[src/include/wb_sys_cfg.svh]
`ifndef WB_SYS_CFG_SVH
`define WB_SYS_CFG_SVH

// Data bus geometry
`define WB_AWIDTH 16
`define WB_DWIDTH 32
`define WB_SWIDTH 4

// Peripheral sizes
`define IRQ_COUNT 8
`define GPIO_WIDTH 8

// Data memory, 256 x 32
`define DMEM_DEPTH 256
`define DMEM_AWIDTH 8

// System reset length after an IBASE change
`define RST_HOLD_CYCLES 4

// Address bits that pick the slave
`define SLV_SEL_MSB 15
`define SLV_SEL_LSB 12

`endif

[src/hdl/wb_reset_ctrl.sv]
`timescale 1ns/1ps
`include "wb_sys_cfg.svh"

module wb_reset_ctrl (
    input  logic wb_clk_i,
    input  logic rst_n_i,
    input  logic soft_rst_req_i,
    output logic sys_rst_n_o
);

    localparam int CNT_W = $clog2(`RST_HOLD_CYCLES + 1);

    logic [CNT_W-1:0] hold_cnt;

    // Hold counter, reloaded by every soft request
    always_ff @(posedge wb_clk_i) begin
        if (!rst_n_i) begin
            hold_cnt <= '0;
        end else if (soft_rst_req_i) begin
            hold_cnt <= CNT_W'(`RST_HOLD_CYCLES);
        end else if (hold_cnt != '0) begin
            hold_cnt <= hold_cnt - 1'b1;
        end
    end

    // Board reset passes straight through
    assign sys_rst_n_o = rst_n_i & (hold_cnt == '0);

endmodule

[config.mk]
export PLATFORM = sky130hd
export DESIGN_NAME = wb_reset_ctrl
export DESIGN_NICKNAME = d
export VERILOG_FILES = /design/src/hdl/wb_reset_ctrl.sv
export VERILOG_INCLUDE_DIRS = /design/src /design/src/include
export SDC_FILE = /design/constraint.sdc
export NUM_CORES = 1
export LEC_CHECK = 0
export BUFFER_PORTS_ARGS = -buffer_cell sky130_fd_sc_hd__buf_2
export CAP_MARGIN = 10
export CORE_AREA = 5 5 42 44
export DETAILED_ROUTE_END_ITERATION = 16
export DIE_AREA = 0 0 47 49
export PLACE_DENSITY_LB_ADDON = 0.2
export SYNTH_ARGS = -nofsm -noshare
export SYNTH_HDL_FRONTEND = slang
export SYNTH_SLANG_ARGS = --single-unit
[constraint.sdc]
create_clock -name wb_clk_i -period 1.7 [get_ports wb_clk_i]
set_input_delay 0.51 -clock wb_clk_i [delete_from_list [all_inputs] [get_ports wb_clk_i]]
set_output_delay 0.51 -clock wb_clk_i [all_outputs]
set_load 0.01 [all_outputs]
## After elaboration in Yosys (flattened, before gate mapping)

Cells that the tools add are included.

- Add/subtract/negate cells: 1
- Muxes and demuxes: 2
- Bitwise logic cells: 2
- Reduce and logical (&&, ||, !) cells: 4

Operators by type and width:

| cell | number |
|---|---|
| $mux W3 | 2 |
| $logic_not A3 Y1 | 1 |
| $reduce_bool A3 Y1 | 1 |
| $sub A3 B1 Y3 const B | 1 |
| $reduce_bool A2 Y1 | 1 |
| $reduce_or A2 Y1 | 1 |
| $and A1 B1 Y1 | 1 |
| $not A1 Y1 | 1 |

- Flip-flop bits (word level): 3
- Logic and storage cells: 11

## Logic depth before layout (Yosys ltp)

- Depth in word-level cells: 3
- Gate-level depth with buffers: 6

## Least setup slack after synthesis

Ideal clock, no wire load.

- Path type: reg-to-output
- Start: register hold_cnt[0]
- End: output port sys_rst_n_o
- Arrival: 0.995 ns
- Data required time: 1.190 ns
- Slack: 0.195 ns
- Stages on the path, launching flop included: 5
- Buffers on the path: 0
- Cells stage by stage: dfxtp_1 -> inv_1 -> ha_1 -> ha_1 -> and2_2

- Word-level cells in the longest chain between the ends: 2

RTL lines:

| item | RTL line | source |
|---|---|---|
| start: declaration | wb_reset_ctrl.sv:13 | `logic [CNT_W-1:0] hold_cnt;` |
| start signal: assignment | wb_reset_ctrl.sv:20 | `` hold_cnt <= CNT_W'(`RST_HOLD_CYCLES); `` |
| start signal: assignment | wb_reset_ctrl.sv:22 | `hold_cnt <= hold_cnt - 1'b1;` |
| $logic_not A3 Y1 | wb_reset_ctrl.sv:27 | `assign sys_rst_n_o = rst_n_i & (hold_cnt == '0);` |
| $and A1 B1 Y1 | wb_reset_ctrl.sv:27 |  |
| end: declaration | wb_reset_ctrl.sv:8 | `output logic sys_rst_n_o` |

No other way between the ends.

## Worst setup path after layout

- Start: register hold_cnt[1]
- End: output port sys_rst_n_o

The elaborated chain is that of the path after synthesis.

==> run summary <==
Inserted Diodes: 0
Die area: 0.002303 mm²
Crit path arrival time: 1140 ps
Largest net degree at the start of global routing: 5
Reg with most FFs: hold_cnt
Status: complete, no violations
Global-route wire length before repair: 641 µm
Hold WC Path Type: input port to register
Synth warn: 0
Commonest cells after routing, fill and taps aside: buf_4, clkbuf_4
Tcrit/Tclk final: 97.19%
Setup ws final: 47.76 ps
PD cells: 941.2 mW/mm²
Post-DP HPWL: 222.8 µm
Total routing usage reported by global routing: 4.073%
Clock transition at path regs: 40 ps
CP Capture Type: output port
Average wire per standard cell: 7.109 µm
Root Buffer: clkbuf_4
Area after DPL: 219.0 µm²
Fin Hold WS: 505.5 ps
Drt pass-1 iters: 1
PortBufs: 3
Largest register FFs: 3
Clock skew: 6.890 ps
Worst setup path startpoint: hold_cnt[1]
Peak VDD IR: 0.3017 mV
Most common cell after layout, fill and taps aside: buf_4
DRT Wirelength: 327 µm
Tmin final: 1652 ps
CP Max Fanout: 2
Remaining Overflow, GRT: 0
Vias: 151
Mapped Area: 176.4 µm²
Layout area overhead: 75.89%
Vias in the first global route: 176
RR Endpoint: hold_cnt[2]
R2r startpoint: hold_cnt[1]
Final antenna-violating net count: 0
CP endpoint: sys_rst_n_o
Final std cell area, no fill: 310.3 µm²
Initial antenna violation count: 0
Pleak: 0.1457 nW
CP Data Required Time: 1190 ps
R2R setup slack: 100 ps
FF-to-FF path depth: 8
Worst setup path class: register to output port
Cell Rows: 14
Core area: 0.001401 mm²
Fin. max-slew vios: 0
Final hold violations: 0
Biggest regs: hold_cnt: 3 flops
Unique masters post-synth: 11
Die Ht: 49 µm
Post-Syn Area per Cell: 9.801 µm²
Max Cap Viol: 0
Io pins: 4
Share of layout cells above drive strength 1: 63.33%
Origin of the worst min-delay path: soft_rst_req_i
Post-synthesis sequential area ratio: 34.04%
#FFs+latches synth: 3
GPL Wtd Cong: 0.6829
Slew headroom: 88.09%
Unrepaired setup endpoints after global routing: false
Setup WS pre-CTS: 102.4 ps
CP Launch Type: register
Initial Utilization: 12.59%
Clock sinks: 3
Fmax: 605.2 MHz
Die width: 47 µm
Setup violators final: 0
Max Buffers Root-to-Sink: 2
CTS tree: built
H-tree levels: 1
Num CTS Buffers: 3
Nets: 37
Instance count of the mapped netlist: 18
Syn nets: 24
Via density: 3.283
Worst-Margin Slew: 177.6 ps
Residual DRC: 0
Setup TNS Final: 0 ps
Clock Latency Late Sink: 230 ps
DR iter-0 viols: 0
routing by layer:
layer,up-vias,GRT usage (%),share of wire (%)
met5,-,0,0
met4,0,4.147,0
met3,0,2.214,3.7
met2,4,5.430,56
met1,69,4.139,40
li1,78,-,-
what timing repair did:
item,in CTS,in global routing
endpoints found under the setup margin,1,1
gates resized for setup,7,3
pin swaps,1,2
setup buffers,2,2
hold buffers,0,0
worst max-delay path: stages, from the launching register on:
cell     delay (ps)
dfxtp_2         310
inv_2            40
ha_4            160
ha_4            150
and2_4          130
buf_6           110
through the flow:
stage	power, mW	util [%]	cells
detailed placement	0.1332	15.63	38
floorplan	0.1169	-	18
CTS	0.2869	20.27	44
global route	0.3192	22.14	46
global placement	0.1318	15.63	38
finish	0.2921	22.14	46
cell type report:
class	instances	area, µm²
fill	161	1091
multi-input combinational	11	127.6
sequential	3	62.56
timing repair buffer	8	58.81
clock buffer	4	26.28
tap	16	20.02
inverter	4	15.01
power breakdown:
| group | switching (mW) | total [mW] | internal [mW] |
|---|---|---|---|
| sequential | 0.00351 | 0.0814 | 0.0779 |
| combinational | 0.0326 | 0.0865 | 0.0539 |
| clock | 0.0363 | 0.124 | 0.0879 |
how the worst min path moves through the flow:
stage / cells after the start / endpoint / slack (ps)
2_1_floorplan: 2 / hold_cnt[1] / 440
3_3_place_gp: 2 / hold_cnt[1] / 450
3_5_place_dp: 2 / hold_cnt[1] / 460
4_1_cts: 2 / hold_cnt[1] / 470
5_1_grt: 2 / hold_cnt[2] / 500
6_report: 2 / hold_cnt[2] / 510
synthesized netlist by cell type:
library cell | instances | share of area [%]
ha_1 | 3 | 21
a211oi_1 | 1 | 4.3
xor2_1 | 1 | 5.0
nor2_1 | 1 | 2.1
dfxtp_1 | 3 | 34
or2b_1 | 1 | 4.3
mux2_4 | 1 | 8.5
and2_2 | 1 | 4.3
nor2b_1 | 1 | 3.5
inv_1 | 4 | 8.5
o21a_1 | 1 | 4.3
kinds of logic (layout without fill, tap and decap cells):
family,after synthesis,after routing,synth area share [%]
XOR/XNOR,1,1,4.965
multiplexers,1,1,8.508
adder cells (fa/ha/maj),3,3,21.28
AND/OR/NAND/NOR,4,4,14.19
AO/OA/AOI/OAI,2,2,8.514
flip-flops,3,3,34.04
buffers and inverters,4,16,8.508
(Power assumes the default switching activity.)
