$ cat config.mk
export PLATFORM = sky130hd
export DESIGN_NAME = wb_gpio
export DESIGN_NICKNAME = d
export VERILOG_FILES = /design/src/hdl/wb_sys_pkg.sv /design/src/hdl/wb_gpio.sv
export VERILOG_INCLUDE_DIRS = /design/src /design/src/include
export SDC_FILE = /design/constraint.sdc
export NUM_CORES = 1
export LEC_CHECK = 0
export ABC_AREA = 1
export BUFFER_PORTS_ARGS = -buffer_cell sky130_fd_sc_hd__clkbuf_2
export CORE_MARGIN = 2
export CORE_UTILIZATION = 45
export CTS_BUF_LIST = sky130_fd_sc_hd__clkbuf_4 sky130_fd_sc_hd__clkbuf_8
export CTS_CLUSTER_DIAMETER = 60
export CTS_CLUSTER_SIZE = 28
export DETAILED_ROUTE_END_ITERATION = 7
export PLACE_DENSITY = 0.86
export RECOVER_POWER = 100
export SLEW_MARGIN = 20
export SYNTH_ARGS = -nofsm -noshare
export SYNTH_HDL_FRONTEND = slang
export SYNTH_SLANG_ARGS = --single-unit
$ cat constraint.sdc
create_clock -name wb_clk_i -period 1.5 [get_ports wb_clk_i]
set_clock_uncertainty 0.15 [all_clocks]
set_input_delay 0.15 -clock wb_clk_i [delete_from_list [all_inputs] [get_ports wb_clk_i]]
set_output_delay 0.15 -clock wb_clk_i [all_outputs]
set_load 0.05 [all_outputs]
$ cat src/include/wb_sys_cfg.svh
`ifndef WB_SYS_CFG_SVH
`define WB_SYS_CFG_SVH

// Data bus geometry
`define WB_AWIDTH 16
`define WB_DWIDTH 32
`define WB_SWIDTH 4

// Peripheral sizes
`define IRQ_COUNT 8
`define GPIO_WIDTH 8

// Data memory, 256 x 32
`define DMEM_DEPTH 256
`define DMEM_AWIDTH 8

// System reset length after an IBASE change
`define RST_HOLD_CYCLES 4

// Address bits that pick the slave
`define SLV_SEL_MSB 15
`define SLV_SEL_LSB 12

`endif

$ cat src/hdl/wb_sys_pkg.sv
package wb_sys_pkg;

    `include "wb_sys_cfg.svh"

    // Bus vectors
    typedef logic [`WB_AWIDTH-1:0]  wb_adr_t;
    typedef logic [`WB_DWIDTH-1:0]  wb_dat_t;
    typedef logic [`WB_SWIDTH-1:0]  wb_sel_t;
    typedef logic [`IRQ_COUNT-1:0]  irq_vec_t;
    typedef logic [`GPIO_WIDTH-1:0] gpio_t;

    // Slave select, decoded from adr[15:12]
    typedef enum logic [1:0] {DMEM = 2'd0, PIC = 2'd1, GPIO = 2'd2, NONE = 2'd3} slave_e;

    // Interrupt controller registers at adr[3:2]
    typedef enum logic [1:0] {ENABLE = 2'd0, PENDING = 2'd1, STATUS = 2'd2, RESERVED = 2'd3} pic_reg_e;

    // GPIO registers at adr[3:2]
    typedef enum logic [1:0] {DOUT = 2'd0, DIR = 2'd1, DIN = 2'd2, IBASE = 2'd3} gpio_reg_e;

endpackage

$ cat src/hdl/wb_gpio.sv
`timescale 1ns/1ps
`include "wb_sys_cfg.svh"

module wb_gpio
    import wb_sys_pkg::*;
(
    input  logic       wb_clk_i,
    input  logic       rst_n_i,
    input  logic       stb_i,
    input  logic       we_i,
    input  wb_adr_t    adr_i,
    input  wb_dat_t    dat_i,
    input  gpio_t      gpio_i,
    output wb_dat_t    dat_o,
    output logic       ack_o,
    output gpio_t      gpio_o,
    output gpio_t      gpio_oe_o,
    output logic [7:0] ibase_o,
    output logic       soft_rst_req_o
);

    gpio_reg_e  reg_sel;
    gpio_t      gpio_meta;
    gpio_t      gpio_sync;
    gpio_t      dout_q;
    gpio_t      dir_q;
    logic [7:0] ibase_q;
    logic       soft_rst_q;
    wb_dat_t    dat_q;
    logic       ack_q;
    logic       wr_en;

    assign reg_sel = gpio_reg_e'(adr_i[3:2]);
    assign wr_en   = stb_i & we_i;

    // Two-flop input synchronizer
    always_ff @(posedge wb_clk_i) begin
        gpio_meta <= gpio_i;
        gpio_sync <= gpio_meta;
    end

    // --------------------
    // Control registers
    // --------------------
    always_ff @(posedge wb_clk_i) begin
        if (!rst_n_i) begin
            dout_q     <= '0;
            dir_q      <= '0;
            ibase_q    <= '0;
            soft_rst_q <= 1'b0;
            ack_q      <= 1'b0;
        end else begin
            ack_q      <= stb_i;
            // Only a changed base asks for a reset
            soft_rst_q <= wr_en && reg_sel == IBASE && dat_i[7:0] != ibase_q;
            if (wr_en) begin
                case (reg_sel)
                    DOUT:    dout_q  <= dat_i[`GPIO_WIDTH-1:0];
                    DIR:     dir_q   <= dat_i[`GPIO_WIDTH-1:0];
                    IBASE:   ibase_q <= dat_i[7:0];
                    default: ;
                endcase
            end
        end
    end

    // Register read
    always_ff @(posedge wb_clk_i) begin
        if (stb_i) begin
            case (reg_sel)
                DOUT:    dat_q <= wb_dat_t'(dout_q);
                DIR:     dat_q <= wb_dat_t'(dir_q);
                DIN:     dat_q <= wb_dat_t'(gpio_sync);
                default: dat_q <= wb_dat_t'(ibase_q);
            endcase
        end
    end

    assign dat_o          = dat_q;
    assign ack_o          = ack_q;
    assign gpio_o         = dout_q;
    assign gpio_oe_o      = dir_q;
    assign ibase_o        = ibase_q;
    assign soft_rst_req_o = soft_rst_q;

endmodule

# == Word level (Yosys, flattened, before mapping) ==
# Cells that the tools add are included.
# classes
n_shift,0
n_reduce_logical,6
bitwise,1
n_div,0
mul,0
muxes,1
add_sub_neg,0
eq_ne,4
magnitude_cmp,0
# op_table
cell,count
$pmux 8 s3,1
$ne 8x8->1,1
$reduce_and 2->1,3
$eq 2x2->1 const B,2
$eq 2x1->1 const B,1
$logic_and 1x1->1,2
$logic_not 2->1,1
$and 1x1->1,1
# totals
ram_bits,0
mem_count,0
rom_bits,0
elab_cells,20
register_bits,74
out_inout_bits,58
latch_bits,0

# == Depth between registers and ports, before layout ==
# depth
ltp_word,3
ltp_mapped,7
depth_no_buf,7

# == Least setup slack after synthesis ==
# No wires, ideal clock.
# synth_timing
path_type,reg2reg
startpoint,register ibase_q[6] (netlist: ibase_o[6])
endpoint,register soft_rst_q (netlist: soft_rst_req_o)
synth_period_minus_slack_ns,1.374
stages_incl_launch_ff,8
path_buffers,0
setup_ns,0.111
required_ns,1.239
path_slack_ns,0.126
t_arrival_ns,1.112
path_cell_list,dfxtp_1 > inv_1 > nand2_1 > nand2_1 > nor2_1 > nand2_1 > nor2_1 > nor2_1
# synth_between
elab_chain_len,2
# synth_lines
item,line_no,rtl
start: declaration,wb_gpio.sv:27,logic [7:0] ibase_q;
start signal: assignment,wb_gpio.sv:60,IBASE: ibase_q <= dat_i[7:0];
$ne 8x8->1,wb_gpio.sv:55,soft_rst_q <= wr_en && reg_sel == IBASE && dat_i[7:0] != ibase_q;
$logic_and 1x1->1,wb_gpio.sv:55,
end signal: assignment,wb_gpio.sv:55,
end: declaration,wb_gpio.sv:28,logic soft_rst_q;
# No other way between the ends.
# A chain may end at the register's enable or synchronous reset.

# == Final worst setup path ==
# layout_timing
startpoint,register ibase_q[1] (netlist: ibase_o[1])
endpoint,output port ibase_o[1]
# layout_rtl
item,line_no,rtl
end: declaration,wb_gpio.sv:18,"output logic [7:0] ibase_o,"
# No word-level cell between the ends.

==> impl_results.md <==
- Starting Density: 0.462
- CP required: 1200 ps
- Power density cells: 1110 mW/mm2
- Post-CTS sizing: 0
- Hold depth: 3
- CP Max Fanout: 5
- Clock-pin slew of the registers on the worst-case setup and hold paths: 90 ps
- Average size of a mapped cell: 8.85 um2
- CTS Buffer Depth: 2
- Fin crit share: 0.876
- Crit path max-delay family: flip-flops
- Layout Cells excl Fill: 356
- Critical path class: flip-flop to primary output
- Drt initial violations: 121
- Average wire per standard cell: 12.5 um
- Clk_lat worst skew: 310 ps
- GP Congestion: 0.785
- Port bufs: 55
- Htree depth: 2
- Die width: 70.7 um
- Total power: 0.00274 W
- CP Depth: 1
- Startpoint Class: flip-flop
- Post-CTS repair timing setup buffer count: 0
- Post-synth top area cell: dfxtp_1
- Synth top area share: 0.421
- Worst IR drop on VDD: 0.000842 V
- Num CTS Buffers: 5
- Vias in the first global route: 1414
- Arrival @ worst endpoint: 1010 ps
- Fillers: 404
- Crit path capture type: primary output
- Die Ht: 70.7 um
- Synth-to-Final Area Change: 23.9%
- Antenna viol nets, final: 0
- Lkg Pwr: 1.19 nW
- Total core area: 0.00432 mm2
- # nets final: 363
- Yosys cell types: 20
- Sink Count: 50
- Rel. slew slack: 0.548
- Status: complete, no violations
- Yosys Warn Count: 0
- RSZ-0062 raised after global routing: no
- # rows: 24
- Final slew viol count: 0
- Max Cap Viol: 0
- Largest net degree at the start of global routing: 27
- Tot GR Track Use: 0.178
- Via density: 4.68
- Placed Instances: 334
- # IOs: 118
- DR DRC count: 0
- Worst Max-Slew Pin Slew: 675 ps
- TNS Setup: 0 ps
- Final Hold Vio Count: 0
- FF+latch count, synth: 50
- CTS tree: yes
- Crit-path cells: clkbuf_2
- Max stage delay on crit path: 400 ps
- Final core occ: 0.573
- Root Buffer: clkbuf_8
- FF-to-FF path depth: 7
- Detailed Route WL: 4.45 mm
- Gr ovfl total: 0
- Synthesized instance count: 226
- Final Critical Period: 1310 ps
- Initial antenna violation count: 0
- Crit path max-delay cell type: dfxtp_1
- Pre-CTS WS: -21.5 ps
- Fmax: 761 MHz
- First-pass GRT wire length: 6.80 mm
- HP Class: input pin to flip-flop
- Top post-synthesis cells by area: dfxtp_1, edfxtp_1, nand2_1
- Fin worst setup slack: 186 ps
- Crit path buf inv count: 1
- Final setup fails: 0
- Drt pass-1 iters: 4
- Number of diodes: 0
- Mapped cell area: 0.00200 mm2
- Hpwl dp: 3.15 mm
- Die ar.: 0.00499 mm2
- Vias: 1666
- Register area share after synthesis: 0.541
- Share of cells above drive strength 1: 0.240
layout by cell type, fill, tap and decap left out, drive strengths merged, types with 3 or more instances in the layout:
cell	count
dlygate4sd3	14
clkinv	3
inv	19
dfxtp	42
edfxtp	8
buf	3
a21oi	28
o21ai	28
nor2	10
nand2	54
clkbuf	64
o2111ai	3
conb	24
cell families (layout without fill, tap and decap cells):
kind of cell | count (synthesis) | in the layout | share of synthesized area
buffers and inverters | 48 | 103 | 0.145
and+or+nand+nor | 68 | 68 | 0.154
DFF | 50 | 50 | 0.541
other | 1 | 24 | 0.00188
AOI/OAI and AO/OA | 59 | 59 | 0.159
cells in the mapped netlist (all sizes together):
cell type,count
conb,1
a21oi,28
inv,19
nor2,10
nor3,2
nand4,1
nand2,54
nand3,1
o2111ai,3
clkbuf,2
edfxtp,8
dfxtp,42
o21ai,28
buf,27
metal layers:
layer / wire length, um / track usage
met4: 62 / 0.0692
met1: 2020 / 0.232
met5: 0 / 0
met2: 2080 / 0.280
met3: 281 / 0.0527
worst paths after layout:
kind	startpoint	endpoint	slack (ps)
setup / recovery	ibase_o[1]$_SDFFE_PN0P_	ibase_o[1]	190
hold / removal	dat_i[4]	ibase_o[4]$_SDFFE_PN0P_	20
hold reg to reg	gpio_meta[2]$_DFF_P_	gpio_sync[2]$_DFF_P_	180
setup reg to reg	ibase_o[5]$_SDFFE_PN0P_	soft_rst_req_o$_SDFF_PN0_	320
final cells by class:
cell class / count / area (um2) / area share
Multi-Input combinational cell: 151 / 702 / 0.283
Timing Repair Buffer: 76 / 468 / 0.189
Clock inverter: 3 / 21.3 / 0.00859
Tap cell: 52 / 65.1 / 0.0263
Clock buffer: 5 / 68.8 / 0.0278
Sequential cell: 50 / 1080 / 0.436
Inverter: 19 / 71.3 / 0.0288
tightest hold or removal path, stage by stage:
cell      delay (ps)
clkbuf_2         100
inv_1            100
a21oi_1           70
state kept, by name (all words and copies together), names as in the netlist:
| register | cells |
|---|---|
| gpio_o | 8 |
| ack_o | 1 |
| gpio_oe_o | 8 |
| soft_rst_req_o | 1 |
| gpio_meta | 8 |
| gpio_sync | 8 |
| dat_o | 8 |
| ibase_o | 8 |
metrics by stage:
stage / hold WS (ps) / instance area (um2)
after floorplan: 27.7 / 2090
after global placement: 102 / 2270
after detailed placement: 104 / 2270
after CTS: 8.83 / 2500
after global routing: 23.7 / 2480
final: 18.6 / 2480
report_power, final:
part / switching [W] / internal, W
Combinational: 0.000398 / 0.000113
Sequential: 0.0000286 / 0.00142
Clock: 0.000446 / 0.000329
Total: 0.000873 / 0.00187
timing repair:
item	in CTS	in global routing
endpoints found under the setup margin	0	0
endpoints found under the hold margin	22	0
hold buffers	14	0
Note: power is estimated with default switching activity, not from simulation.
