--- src/include/wb_sys_cfg.svh ---
`ifndef WB_SYS_CFG_SVH
`define WB_SYS_CFG_SVH

// Data bus geometry
`define WB_AWIDTH 16
`define WB_DWIDTH 32
`define WB_SWIDTH 4

// Peripheral sizes
`define IRQ_COUNT 8
`define GPIO_WIDTH 8

// Data memory, 256 x 32
`define DMEM_DEPTH 256
`define DMEM_AWIDTH 8

// System reset length after an IBASE change
`define RST_HOLD_CYCLES 4

// Address bits that pick the slave
`define SLV_SEL_MSB 15
`define SLV_SEL_LSB 12

`endif

--- src/hdl/wb_sys_pkg.sv ---
package wb_sys_pkg;

    `include "wb_sys_cfg.svh"

    // Bus vectors
    typedef logic [`WB_AWIDTH-1:0]  wb_adr_t;
    typedef logic [`WB_DWIDTH-1:0]  wb_dat_t;
    typedef logic [`WB_SWIDTH-1:0]  wb_sel_t;
    typedef logic [`IRQ_COUNT-1:0]  irq_vec_t;
    typedef logic [`GPIO_WIDTH-1:0] gpio_t;

    // Slave select, decoded from adr[15:12]
    typedef enum logic [1:0] {DMEM = 2'd0, PIC = 2'd1, GPIO = 2'd2, NONE = 2'd3} slave_e;

    // Interrupt controller registers at adr[3:2]
    typedef enum logic [1:0] {ENABLE = 2'd0, PENDING = 2'd1, STATUS = 2'd2, RESERVED = 2'd3} pic_reg_e;

    // GPIO registers at adr[3:2]
    typedef enum logic [1:0] {DOUT = 2'd0, DIR = 2'd1, DIN = 2'd2, IBASE = 2'd3} gpio_reg_e;

endpackage

--- src/hdl/wb_pic.sv ---
`timescale 1ns/1ps
`include "wb_sys_cfg.svh"

module wb_pic
    import wb_sys_pkg::*;
(
    input  logic     wb_clk_i,
    input  logic     rst_n_i,
    input  logic     stb_i,
    input  logic     we_i,
    input  wb_adr_t  adr_i,
    input  wb_dat_t  dat_i,
    input  irq_vec_t irq_i,
    output wb_dat_t  dat_o,
    output logic     ack_o,
    output logic     irq_o
);

    pic_reg_e reg_sel;
    irq_vec_t irq_s;
    irq_vec_t irq_d;
    irq_vec_t irq_rise;
    irq_vec_t pending_q;
    irq_vec_t enable_q;
    irq_vec_t clr_mask;
    wb_dat_t  dat_q;
    logic     ack_q;

    assign reg_sel = pic_reg_e'(adr_i[3:2]);

    // Edge between two consecutive samples
    assign irq_rise = irq_s & ~irq_d;

    // Write-one-to-clear on PENDING
    assign clr_mask = (stb_i && we_i && reg_sel == PENDING) ? dat_i[`IRQ_COUNT-1:0] : '0;

    always_ff @(posedge wb_clk_i) begin
        if (!rst_n_i) begin
            irq_s     <= '0;
            irq_d     <= '0;
            pending_q <= '0;
            enable_q  <= '0;
            ack_q     <= 1'b0;
        end else begin
            irq_s     <= irq_i;
            irq_d     <= irq_s;
            // New edge wins over a clear in the same cycle
            pending_q <= (pending_q & ~clr_mask) | irq_rise;
            ack_q     <= stb_i;
            if (stb_i && we_i && reg_sel == ENABLE) begin
                enable_q <= dat_i[`IRQ_COUNT-1:0];
            end
        end
    end

    // --------------------
    // Register read
    // --------------------
    always_ff @(posedge wb_clk_i) begin
        if (stb_i) begin
            case (reg_sel)
                ENABLE:  dat_q <= wb_dat_t'(enable_q);
                PENDING: dat_q <= wb_dat_t'(pending_q);
                STATUS:  dat_q <= wb_dat_t'(pending_q & enable_q);
                default: dat_q <= '0;
            endcase
        end
    end

    assign dat_o = dat_q;
    assign ack_o = ack_q;
    assign irq_o = |(pending_q & enable_q);

endmodule

--- config.mk ---
export PLATFORM = sky130hd
export DESIGN_NAME = wb_pic
export DESIGN_NICKNAME = d
export VERILOG_FILES = /design/src/hdl/wb_sys_pkg.sv /design/src/hdl/wb_pic.sv
export VERILOG_INCLUDE_DIRS = /design/src /design/src/include
export SDC_FILE = /design/constraint.sdc
export NUM_CORES = 1
export LEC_CHECK = 0
export BUFFER_PORTS_ARGS = -buffer_cell sky130_fd_sc_hd__buf_4
export CAP_MARGIN = 15
export CORE_MARGIN = 3
export CORE_UTILIZATION = 40
export DETAILED_ROUTE_END_ITERATION = 10
export PLACE_DENSITY = 0.73
export SETUP_SLACK_MARGIN = 0.1
export SYNTH_ARGS = -nofsm -noshare
export SYNTH_HDL_FRONTEND = slang
export SYNTH_SLANG_ARGS = --single-unit
--- constraint.sdc ---
create_clock -name wb_clk_i -period 1.45 [get_ports wb_clk_i]
set_input_delay 0.435 -clock wb_clk_i [delete_from_list [all_inputs] [get_ports wb_clk_i]]
set_output_delay 0.435 -clock wb_clk_i [all_outputs]
set_load 0.05 [all_outputs]
======== Word level (Yosys, flattened, before mapping) ========
Index checks and enable logic that the tools add are counted.
cells by class
  bitwise gates (word level) .............. 7
  reductions and logical operators ........ 5
  multiplexer cells ....................... 2
  eq/ne operators ......................... 2
operator list
  cell                count
  $and 8x8->8         4
  $pmux 8 s3          1
  $not 8->8           2
  $mux 8              1
  $or 8x8->8          1
  $reduce_or 8->1     1
  $logic_and 1x1->1   3
  $eq 2x1->1 const B  1
  $eq 2x2->1 const B  1
  $logic_not 2->1     1
word-level totals
  bits in registers ....................... 65
  logic and storage cells ................. 22
  output and inout bits ................... 34
  input bits .............................. 60

======== Logic depth before layout (Yosys ltp) ========
  depth in word-level cells ............... 6
  mapped depth ............................ 4
  depth with buffers taken out ............ 2

======== Worst setup path after synthesis ========
No wires, ideal clock.
  path type ............................... register -> output
  start point ............................. reg pending_q[1]
  end point ............................... out irq_o
  buffers on the path ..................... 0
  arrival ................................. 990 ps
  slack ................................... 25 ps
  cell stages (with the launch flop) ...... 3
  path through ............................ dfxtp_1 > a22oi_1 > nand4_1
between the ends
  longest elaborated chain between the ends .. 2
ends and longest elaborated chain
  what                    RTL line      RTL
  from (decl)             wb_pic.sv:23  irq_vec_t pending_q;
  from (signal assigned)  wb_pic.sv:48  pending_q <= (pending_q & ~clr_mask) | irq_rise;
  $and 8x8->8             wb_pic.sv:72  assign irq_o = |(pending_q & enable_q);
  $reduce_or 8->1         wb_pic.sv:72
  to (decl)               wb_pic.sv:16  output logic irq_o
No other way between the ends.

======== Worst setup path after layout ========
  start point ............................. reg enable_q[5]
  end point ............................... out irq_o
between the ends
  longest elaborated chain between the ends .. 2
ends and longest elaborated chain
  what                    RTL line      RTL
  from (decl)             wb_pic.sv:24  irq_vec_t enable_q;
  from (signal assigned)  wb_pic.sv:51  enable_q <= dat_i[`IRQ_COUNT-1:0];
  $and 8x8->8             wb_pic.sv:72
  $reduce_or 8->1         wb_pic.sv:72
No other way between the ends.

==> impl_results.md <==
- # rows: 23
- Chip height: around 73 um
- Routed via count: 1200
- Power per cell area: approximately 1200 nW/um2
- Layout cells sized above 1: 0.272
- CP startpoint kind: flip-flop
- Die area: 5360 um2
- Die Span X: around 73 um
- Worst setup startpoint: enable_q[5]$_SDFFE_PN0P_
- Post-Synth Adder-Cell Area: 0
- Violated checks: negative setup slack
- CTS root buffer: clkbuf_8
- P&R area growth vs syn: 19.7%
- Hpwl dp: 2.19 mm
- Port bufs: 31
- Io pins: 94
- Maximum fanout along the worst path: 3
- Inserted Diodes: 0
- Initial DRC Count: 93
- DRC errors left: 0
- Core Region: between 4000 and 5000 um2
- Cells after synthesis: 174
- CTS tree: built
- WP data required: 1.02 ns
- Synth Area in Compound Gates: 0.0942
- WL per Instance: between 10 and 15 um
- RSZ-0062 raised after global routing: true
- Final Worst Setup Slack: -0.112 ns
- Commonest non-fill, non-tap cells in the layout: 32 x buf_4, 26 x dfxtp_1, 24 x nand2_1, 24 x conb_1, 17 x and2_1
- Fillers: 402
- DP Worst Slack: around 0.043 ns
- TritonRoute pass-1 iters: 5
- Final Non-Filler Cells: around 260
- EDFF count, synth: 8
- Global placer's final weighted congestion: around 0.74
- Synth warn: 0
- Combinational family with the most area after synthesis: simple AND/OR/NAND/NOR gates
- Avg Cell Area, Syn: just over 10 um2
- # hold bufs at CTS: 0
- Crit path largest cell delay: between 0.3 and 0.4 ns
- Netlist Area Pre-Place: around 1800 um2
- Worst Hold Path Cells: 2
- Reg2Reg Setup Slack: 0.28 ns
- H-tree depth: 2
- Dominant synthesized flop cell: dfxtp_1
- Clk pin slew, worst setup/hold paths: around 0.080 ns
- Largest net degree at the start of global routing: 26
- Simple-gate share of the synthesized area: 0.229
- Commonest non-fill, non-tap cell in the layout: buf_4
- Cell variety after synth: 21
- Setup bufs post-CTS: 0
- Worst-path cell chain: a22oi_2 > nand4_1 > buf_6
- Vias in the first global route: 1035
- Skew final: 0.00839 ns
- Arrival @ worst endpoint: 1.13 ns
- Final Hold Viols: 0
- Critical path endpoint category: output pin
- Pleak: just under 0.9 nW
- Nets@finish: 265
- Outcome: finished with violations
- Xor and xnor area share after synthesis: 0
- Gr usage total: 0.115
- Worst setup path endpoint: irq_o
- Initial antenna violation count: 0
- Max Fclk: ~640 MHz
- Final period util: 1.08
- Post-synthesis async set-or-reset flop share: 0
- TritonCTS buffer count: 5
- Via/cell ratio: roughly 4.7
- Initial Util: 0.433
- Routed Antenna Nets: 0
- Worst skew pair latency: approximately 0.3 ns
- Max stage delay cell, worst path: dfxtp_2
- Multi-input logic area: 774 um2
- Multiplexer share of the synthesized area: 0.0444
- Critical path class: flip-flop to output pin
- Worst hold-check path type: primary input to flip-flop
- FF/Latch Area: around 910 um2
- Sequential share of the synthesized area: 0.499
- Fin crit period: roughly 1.6 ns
- First-pass GRT wire length: roughly 4.6 mm
- Count of pins over their slew limit: 0
- Dpl cells: 248
- Peak supply drop: ~570 uV
- RR Startpoint: pending_q[1]$_SDFF_PN0_
- R2R cell count: 3
- Total congestion overflow: 0
- Final wirelength: roughly 3.0 mm
- Clock buffer depth: 2
- Setup violators final: 1
- Max-cap viol count: 0
- CTS Sinks: 41
- R2r endpoint: dat_o[1]$_DFFE_PP_
- Post-synthesis register bit count: 41
[worst min-delay path by stage]
stage                                to                start
detailed placement  irq_d[5]$_SDFF_PN0_  irq_s[5]$_SDFF_PN0_
floorplan           irq_d[0]$_SDFF_PN0_  irq_s[0]$_SDFF_PN0_
global placement    irq_d[4]$_SDFF_PN0_  irq_s[4]$_SDFF_PN0_
finish              irq_s[6]$_SDFF_PN0_             irq_i[6]
CTS                 irq_s[2]$_SDFF_PN0_             irq_i[2]
global route        irq_s[6]$_SDFF_PN0_             irq_i[6]
[flip-flops by register name, summed over array words and instances, names as in the netlist]
name / cells
enable_q: 8
pending_q: 8
dat_o: 8
ack_o: 1
irq_s: 8
irq_d: 8
[logic make-up after synthesis]
family | count (synthesis)
simple gates | 69
flops | 41
buf+inv | 35
compound gates | 20
mux | 8
other cells | 1
[Yosys cell counts (2+ instances only)]
library cell / number / area share
dfxtp_1: 33 / 0.37
buf_4: 25 / 0.10
nand2_1: 24 / 0.050
and2_1: 17 / 0.059
nand3b_1: 16 / 0.067
a32o_1: 8 / 0.044
edfxtp_1: 8 / 0.13
mux2i_1: 8 / 0.044
o211ai_1: 8 / 0.033
or2b_1: 8 / 0.033
clkbuf_1: 5 / 0.010
a22oi_1: 4 / 0.017
buf_2: 2 / 0.0055
[worst max-delay path: cells and delay by family, from the launching register on]
| kind | cells | cell delay (ns) |
|---|---|---|
| AOI/OAI and AO/OA | 1 | 0.19 |
| buffers and inverters | 1 | 0.18 |
| DFF | 1 | 0.33 |
| and+or+nand+nor | 1 | 0.14 |
[stage by stage]
stage               power [W]  hold slack (ns)  setup TNS [ns]  utilization  area, um2
floorplan             0.00168            0.430               0            -       1900
global placement      0.00174            0.441               0        0.482       2010
detailed placement    0.00175            0.447               0        0.482       2010
CTS                   0.00270            0.332          -0.134        0.514       2140
global route          0.00281            0.340          -0.196        0.518       2160
finish                0.00269            0.339          -0.112        0.518       2160
[timing repair]
item / in CTS / in global routing
endpoints found under the setup margin: 1 / 1
gates resized for setup: 5 / 4
pin swaps: 2 / 1
[power breakdown]
group / switching (W) / internal [W]
combinational: 0.000292 / 0.000148
clock: 0.000395 / 0.000561
sequential: 0.0000544 / 0.00124
[cell type report]
cell class	count	share of cell area
Clock inverter	2	0.0168
Tap cell	50	0.0290
Sequential cell	41	0.421
Timing Repair Buffer	35	0.135
Inverter	1	0.00174
Clock buffer	6	0.0382
Multi-Input combinational cell	121	0.358
[routing by layer]
metal,global-route usage,share of wire,up-vias,routed length (um)
li1,-,-,617,-
met1,0.139,0.43,529,1300
met2,0.180,0.46,48,1390
met3,0.0468,0.097,6,293
met4,0.0492,0.013,0,38
met5,0,0,-,0
Power figures use the tool's default switching activity.
