## src/include/wb_sys_cfg.svh

```systemverilog
`ifndef WB_SYS_CFG_SVH
`define WB_SYS_CFG_SVH

// Data bus geometry
`define WB_AWIDTH 16
`define WB_DWIDTH 32
`define WB_SWIDTH 4

// Peripheral sizes
`define IRQ_COUNT 8
`define GPIO_WIDTH 8

// Data memory, 256 x 32
`define DMEM_DEPTH 256
`define DMEM_AWIDTH 8

// System reset length after an IBASE change
`define RST_HOLD_CYCLES 4

// Address bits that pick the slave
`define SLV_SEL_MSB 15
`define SLV_SEL_LSB 12

`endif

```

## src/hdl/wb_sys_pkg.sv

```systemverilog
package wb_sys_pkg;

    `include "wb_sys_cfg.svh"

    // Bus vectors
    typedef logic [`WB_AWIDTH-1:0]  wb_adr_t;
    typedef logic [`WB_DWIDTH-1:0]  wb_dat_t;
    typedef logic [`WB_SWIDTH-1:0]  wb_sel_t;
    typedef logic [`IRQ_COUNT-1:0]  irq_vec_t;
    typedef logic [`GPIO_WIDTH-1:0] gpio_t;

    // Slave select, decoded from adr[15:12]
    typedef enum logic [1:0] {DMEM = 2'd0, PIC = 2'd1, GPIO = 2'd2, NONE = 2'd3} slave_e;

    // Interrupt controller registers at adr[3:2]
    typedef enum logic [1:0] {ENABLE = 2'd0, PENDING = 2'd1, STATUS = 2'd2, RESERVED = 2'd3} pic_reg_e;

    // GPIO registers at adr[3:2]
    typedef enum logic [1:0] {DOUT = 2'd0, DIR = 2'd1, DIN = 2'd2, IBASE = 2'd3} gpio_reg_e;

endpackage

```

## src/hdl/wb_intercon.sv

```systemverilog
`timescale 1ns/1ps
`include "wb_sys_cfg.svh"

module wb_intercon
    import wb_sys_pkg::*;
(
    input  logic    wb_clk_i,
    input  logic    rst_n_i,
    input  logic    cyc_i,
    input  logic    stb_i,
    input  wb_adr_t adr_i,
    input  wb_dat_t dmem_dat_i,
    input  wb_dat_t pic_dat_i,
    input  wb_dat_t gpio_dat_i,
    input  logic    dmem_ack_i,
    input  logic    pic_ack_i,
    input  logic    gpio_ack_i,
    output logic    dmem_stb_o,
    output logic    pic_stb_o,
    output logic    gpio_stb_o,
    output wb_dat_t dat_o,
    output logic    ack_o,
    output logic    err_o
);

    slave_e slv_dec;
    slave_e slv_q;
    logic   err_q;
    logic   req;

    // Address decode
    always_comb begin
        case (adr_i[`SLV_SEL_MSB:`SLV_SEL_LSB])
            4'd0:    slv_dec = DMEM;
            4'd1:    slv_dec = PIC;
            4'd2:    slv_dec = GPIO;
            default: slv_dec = NONE;
        endcase
    end

    // A request held through its own ack/err cycle is not taken again
    assign req = cyc_i & stb_i & ~(ack_o | err_o);

    assign dmem_stb_o = req & (slv_dec == DMEM);
    assign pic_stb_o  = req & (slv_dec == PIC);
    assign gpio_stb_o = req & (slv_dec == GPIO);

    // --------------------
    // Selection and error
    // --------------------
    always_ff @(posedge wb_clk_i) begin
        if (!rst_n_i) begin
            slv_q <= NONE;
            err_q <= 1'b0;
        end else begin
            err_q <= req & (slv_dec == NONE);
            if (req) begin
                slv_q <= slv_dec;
            end
        end
    end

    assign err_o = err_q;

    // Return path from the slave that was addressed
    always_comb begin
        case (slv_q)
            DMEM: begin
                dat_o = dmem_dat_i;
                ack_o = dmem_ack_i;
            end
            PIC: begin
                dat_o = pic_dat_i;
                ack_o = pic_ack_i;
            end
            GPIO: begin
                dat_o = gpio_dat_i;
                ack_o = gpio_ack_i;
            end
            default: begin
                dat_o = '0;
                ack_o = 1'b0;
            end
        endcase
    end

endmodule

```

## config.mk

```make
export PLATFORM = sky130hd
export DESIGN_NAME = wb_intercon
export DESIGN_NICKNAME = d
export VERILOG_FILES = /design/src/hdl/wb_sys_pkg.sv /design/src/hdl/wb_intercon.sv
export VERILOG_INCLUDE_DIRS = /design/src /design/src/include
export SDC_FILE = /design/constraint.sdc
export NUM_CORES = 1
export LEC_CHECK = 0
export BUFFER_PORTS_ARGS = -buffer_cell sky130_fd_sc_hd__buf_2
export CORE_ASPECT_RATIO = 0.5
export CORE_MARGIN = 5
export CORE_UTILIZATION = 30
export CTS_BUF_LIST = sky130_fd_sc_hd__clkbuf_8
export CTS_CLUSTER_DIAMETER = 120
export DETAILED_ROUTE_END_ITERATION = 7
export PLACE_DENSITY = 0.89
export SETUP_SLACK_MARGIN = 0.15
export SLEW_MARGIN = 10
export SYNTH_ARGS = -nofsm -noshare
export SYNTH_HDL_FRONTEND = slang
export SYNTH_SLANG_ARGS = --single-unit
```

## constraint.sdc

```tcl
create_clock -name wb_clk_i -period 2.36 [get_ports wb_clk_i]
set_input_delay 0.118 -clock wb_clk_i [delete_from_list [all_inputs] [get_ports wb_clk_i]]
set_output_delay 0.118 -clock wb_clk_i [all_outputs]
set_load 0.01 [all_outputs]
```

**After elaboration in Yosys (flattened, before gate mapping)**

Cells that the tools add are included.

- Equal/unequal tests: 7
- Mux-type cells: 3
- Bitwise operators: 8
- Reduce and logical (&&, ||, !) cells: 3

Operator list:

| cell | count |
|---|---|
| one-hot mux 32 bit (3 select lines) | 1 |
| AND 1 bit | 6 |
| == test 2 bit, second input constant | 3 |
| one-hot mux 2 bit (3 select lines) | 1 |
| == test 2 x 1 -> 1 bit, second input constant | 2 |
| == test 4 x 1 -> 1 bit, second input constant | 1 |
| == test 4 x 2 -> 1 bit, second input constant | 1 |
| zero test 2 bit | 2 |
| zero test 4 bit | 1 |
| one-hot mux 1 bit (3 select lines) | 1 |
| inverter 1 bit | 1 |
| bitwise OR 1 bit | 1 |

- Register bits after elaboration: 3
- Input bits: 119
- Output and inout bits: 37
- Word-level logic and storage cells: 23

**Logic depth before layout (Yosys ltp)**

- Word-level depth: 6
- Gate-level depth with buffers: 6
- Mapped depth without buffers: 3

**Worst setup path before layout**

Ideal clock, no wire load.

- Path kind: register to output
- Start point: reg slv_q[0]
- End point: out dmem_stb_o
- Arrival time: 1092 ps
- Data required time: 2242 ps
- Path slack: 1150 ps
- Cell stages (with the launch flop): 5
- Buffers on the path: 1
- Cell sequence: dfxtp_1 -> buf_6 -> mux2i_2 -> o211a_4 -> and3b_1

- Word-level cells in the longest chain between the ends: 6
- Elaborated cells on any way between the ends: 8
- Those cells by class: 2 x eq/ne; 1 x mux; 4 x bitwise; 1 x reduce/logical

RTL lines:

| what | RTL line | RTL |
|---|---|---|
| start: declaration | wb_intercon.sv:27 | `slave_e slv_q;` |
| start signal: assignment | wb_intercon.sv:58 | `slv_q <= slv_dec;` |
| == test 2 bit (tied with other cells) | wb_intercon.sv:67 | `case (slv_q)` |
| one-hot mux 1 bit (3 select lines) * | wb_intercon.sv:67 |  |
| bitwise OR 1 bit * | wb_intercon.sv:42 | `assign req = cyc_i & stb_i & ~(ack_o \| err_o);` |
| inverter 1 bit * | wb_intercon.sv:42 |  |
| AND 1 bit * | wb_intercon.sv:42 |  |
| AND 1 bit * | wb_intercon.sv:44 | `assign dmem_stb_o = req & (slv_dec == DMEM);` |
| end: declaration | wb_intercon.sv:18 | `output logic dmem_stb_o,` |

Every way passes the cells marked *; elsewhere a longest branch is shown, timed or not.

**Final worst setup path**

- Start point: reg slv_q[0]
- End point: out gpio_stb_o

- Word-level cells in the longest chain between the ends: 6
- Elaborated cells on any way between the ends: 8
- Those cells by class: 2 x eq/ne; 1 x mux; 4 x bitwise; 1 x reduce/logical

RTL lines:

| what | RTL line | RTL |
|---|---|---|
| == test 2 bit (tied with other cells) | wb_intercon.sv:67 |  |
| one-hot mux 1 bit (3 select lines) * | wb_intercon.sv:67 |  |
| bitwise OR 1 bit * | wb_intercon.sv:42 |  |
| inverter 1 bit * | wb_intercon.sv:42 |  |
| AND 1 bit * | wb_intercon.sv:42 |  |
| AND 1 bit * | wb_intercon.sv:46 | `assign gpio_stb_o = req & (slv_dec == GPIO);` |
| end: declaration | wb_intercon.sv:20 | `output logic gpio_stb_o,` |

Marks and branches as above.

==> impl_metrics.csv <==
group,metric,value,unit
finish,fin_area,1670,um2
grt,grtUsageTotal,18.9,%
clock_tree,cts-hold-fix-buffers,0,
route,drt_iter0_drc,35,
setup_path,crit_fanout,17,
floorplan,boundaryPins,156,
setup_path,cp.required,2.24,ns
grt,grt_pass1_vias,1415,
synth,netlist_area,883,um2
timing,skew,0.00115,ns
timing,fin_setup_tns,0,ns
finish,fill_cells,271,
placed_design,gp_congestion,0.802,
setup_path,r2r-end,"err_o$_SDFF_PN0_",
placed_design,place_area,1620,um2
grt,met1_usage,19.0,%
timing,maxSlewHeadroom,66.0,%
timing,period_share,77.7,%
clock_tree,cts_resized,0,
placed_design,dp_hpwl,3.75,mm
clock_tree,post_cts_buffers,0,
placed_design,io_buffers,143,
min_path,hp-class,"input port to flop",
floorplan,core_area,2700,um2
grt,grt_use_met2,40.7,%
clock_tree,numCtsBuffers,3,
status,status,"completed",
setup_path,startpoint,"slv_q[0]$_SDFFE_PN1P_",
synth,synth_area_leaders,"mux2i_1 (37%), o21ai_1 (19%), nand2_1 (14%)",
grt,grt_pass1_wl,6.58,mm
finish,multiInputGateArea,752,um2
setup_path,end_kind,"output port",
finish,drive_above_1_share,58.1,%
route,drc,0,
timing,rsz0062_at_grt,"no",
clock_tree,cts-root-buf,"clkbuf_8",
finish,syn_to_final_growth,89.0,%
clock_tree,clk_latency,0.21,ns
synth,yosys.area.top_type,"mux2i_1",
floorplan,fp.dieH,48.4,um
timing,finalCriticalPeriod,1.83,ns
route,via_per_inst,4.73,
clock_tree,cts_sinks,3,
run,max_cap_violations,0,
setup_path,regToRegSetupSlack,0.89,ns
grt,grt_max_degree,20,
clock_tree,clkTransAtPathRegs,0.03,ns
setup_path,path_class,"flop to output port",
clock_tree,h-tree-depth,1,
synth,synth_warnings,0,
route,ant_nets,0,
grt,antenna_found_initial,0,
setup_path,worstPathArrival,1.72,ns
power_and_ir_drop,leakage,1.15,nW
timing,setup_violations,0,
grt,overflow,0,
route,wire_per_inst,13.8,um
setup_path,worstSetupEndpoint,"gpio_stb_o",
grt,grt_busiest_layer,"met2",
route,wl,4.23,mm
setup_path,crit_path_start_kind,"flop",
clock_tree,tritoncts,"built",
timing,maxClockFrequency,546,MHz
floorplan,die_x,86.7,um
synth,yosysSeqAreaShare,6.80,%
clock_tree,cts_max_path_buffers,2,
finish,n_antenna_cell,0,
power_and_ir_drop,ir_drop,0.268,mV
placed_design,placedCellCount,303,
synth,synth_top_area_share,37.4,%
finish,layout.nets,390,
synth,synthDistinctLibCells,21,
power_and_ir_drop,power,0.368,mW
setup_path,rr_worst_depth,3,
timing,slew_violations,0,
floorplan,start_util,32.7,%
floorplan,rows,13,
timing,worst-slew-pin-transition,0.506,ns
synth,syn_avg_cell_area,6.85,um2
grt,grtUsageMet3,1.69,%
synth,syn-instance-count,129,
setup_path,timing.rr.start,"slv_q[0]$_SDFFE_PN1P_",
finish,seq_area,61.3,um2
route,num_vias,1453,
finish,final_util,61.8,%
timing,hold_violations,0,
route,firstDrtPassIters,4,
synth,synth_seq_cells,3,
finish,instances_no_fill,307,
power_and_ir_drop,p_per_area,220,nW/um2
synth,synth_nets,248,
floorplan,dieArea,4200,um2
[cell usage after synthesis]
library cell,n
dfxtp_1,3
o211a_4,1
a31oi_1,1
inv_1,1
nand3b_1,1
buf_4,3
nand2_1,32
o21ai_1,33
mux2i_1,33
and2_1,1
a311oi_1,1
nor2_1,1
buf_2,5
clkbuf_1,3
nor4b_4,1
nor3_1,2
mux2i_2,1
buf_6,1
and3b_1,2
nor2b_1,1
and3_1,2
[cells in the final DEF (no fill, tap or decap), drive strengths merged]
cell type and count:
inv 2, nand3b 1, a31oi 1, buf 149, and2 1, mux2i 34, clkbuf 3, and3b 2
nand2 32, dfxtp 3, nor4b 1, nor3 2, nor2 1, and3 2, o21ai 33, a311oi 1
o211a 1, nor2b 1
[routing by layer]
| metal | vias to the layer above | routed length, um |
|---|---|---|
| li1 | 740 | - |
| met2 | 47 | 2540 |
| met3 | 4 | 225 |
| met1 | 662 | 1430 |
| met5 | - | 0 |
| met4 | 0 | 45 |
[area by class of cell]
| type | instances | share of cell area (%) |
|---|---|---|
| flip-flops and latches | 3 | 3.67 |
| inverters | 1 | 0.225 |
| well taps | 37 | 2.77 |
| clock buffers | 3 | 2.47 |
| repair buffers | 149 | 45.6 |
| multi-input cells | 113 | 45.1 |
| clock inverters | 1 | 0.225 |
[worst min-delay path by stage]
| stage | to | slack [ns] | depth (start not counted) | start |
|---|---|---|---|---|
| 6_report | slv_q[1]$_SDFFE_PN1P_ | 0.12 | 2 | rst_n_i |
| 5_1_grt | slv_q[1]$_SDFFE_PN1P_ | 0.14 | 2 | rst_n_i |
| 4_1_cts | slv_q[1]$_SDFFE_PN1P_ | 0.12 | 2 | rst_n_i |
| 3_5_place_dp | slv_q[1]$_SDFFE_PN1P_ | 0.34 | 2 | rst_n_i |
| 3_3_place_gp | slv_q[1]$_SDFFE_PN1P_ | 0.34 | 2 | rst_n_i |
| 2_1_floorplan | slv_q[1]$_SDFFE_PN1P_ | 0.23 | 1 | rst_n_i |
[critical path: stages (launching register included)]
cell	delay [ns]
dfxtp_2	0.61
mux2i_2	0.37
o211a_4	0.23
and3_1	0.16
buf_2	0.13
[cells by family after synthesis]
| kind of cell | after synthesis | synth area share, % |
|---|---|---|
| simple gates | 43 | 23.5 |
| compound gates | 36 | 22.4 |
| buf+inv | 13 | 8.36 |
| flops | 3 | 6.80 |
| mux | 34 | 39.0 |
[state kept, by name (all words and copies together), names as in the netlist]
name and cells:
err_o 1, slv_q 2
[per-stage QoR]
stage | hold WS [ns] | setup WS, ns
after floorplan | 0.226 | 1.15
after global placement | 0.338 | 0.808
after detailed placement | 0.343 | 0.760
after CTS | 0.117 | 0.525
after global routing | 0.139 | 0.401
final | 0.119 | 0.527
[report_power, final]
| group | internal, mW | total, mW | switching [mW] |
|---|---|---|---|
| sequential | 0.0526 | 0.0561 | 0.00347 |
| combinational | 0.101 | 0.168 | 0.0675 |
| clock | 0.111 | 0.143 | 0.0325 |
(Power assumes the default switching activity.)
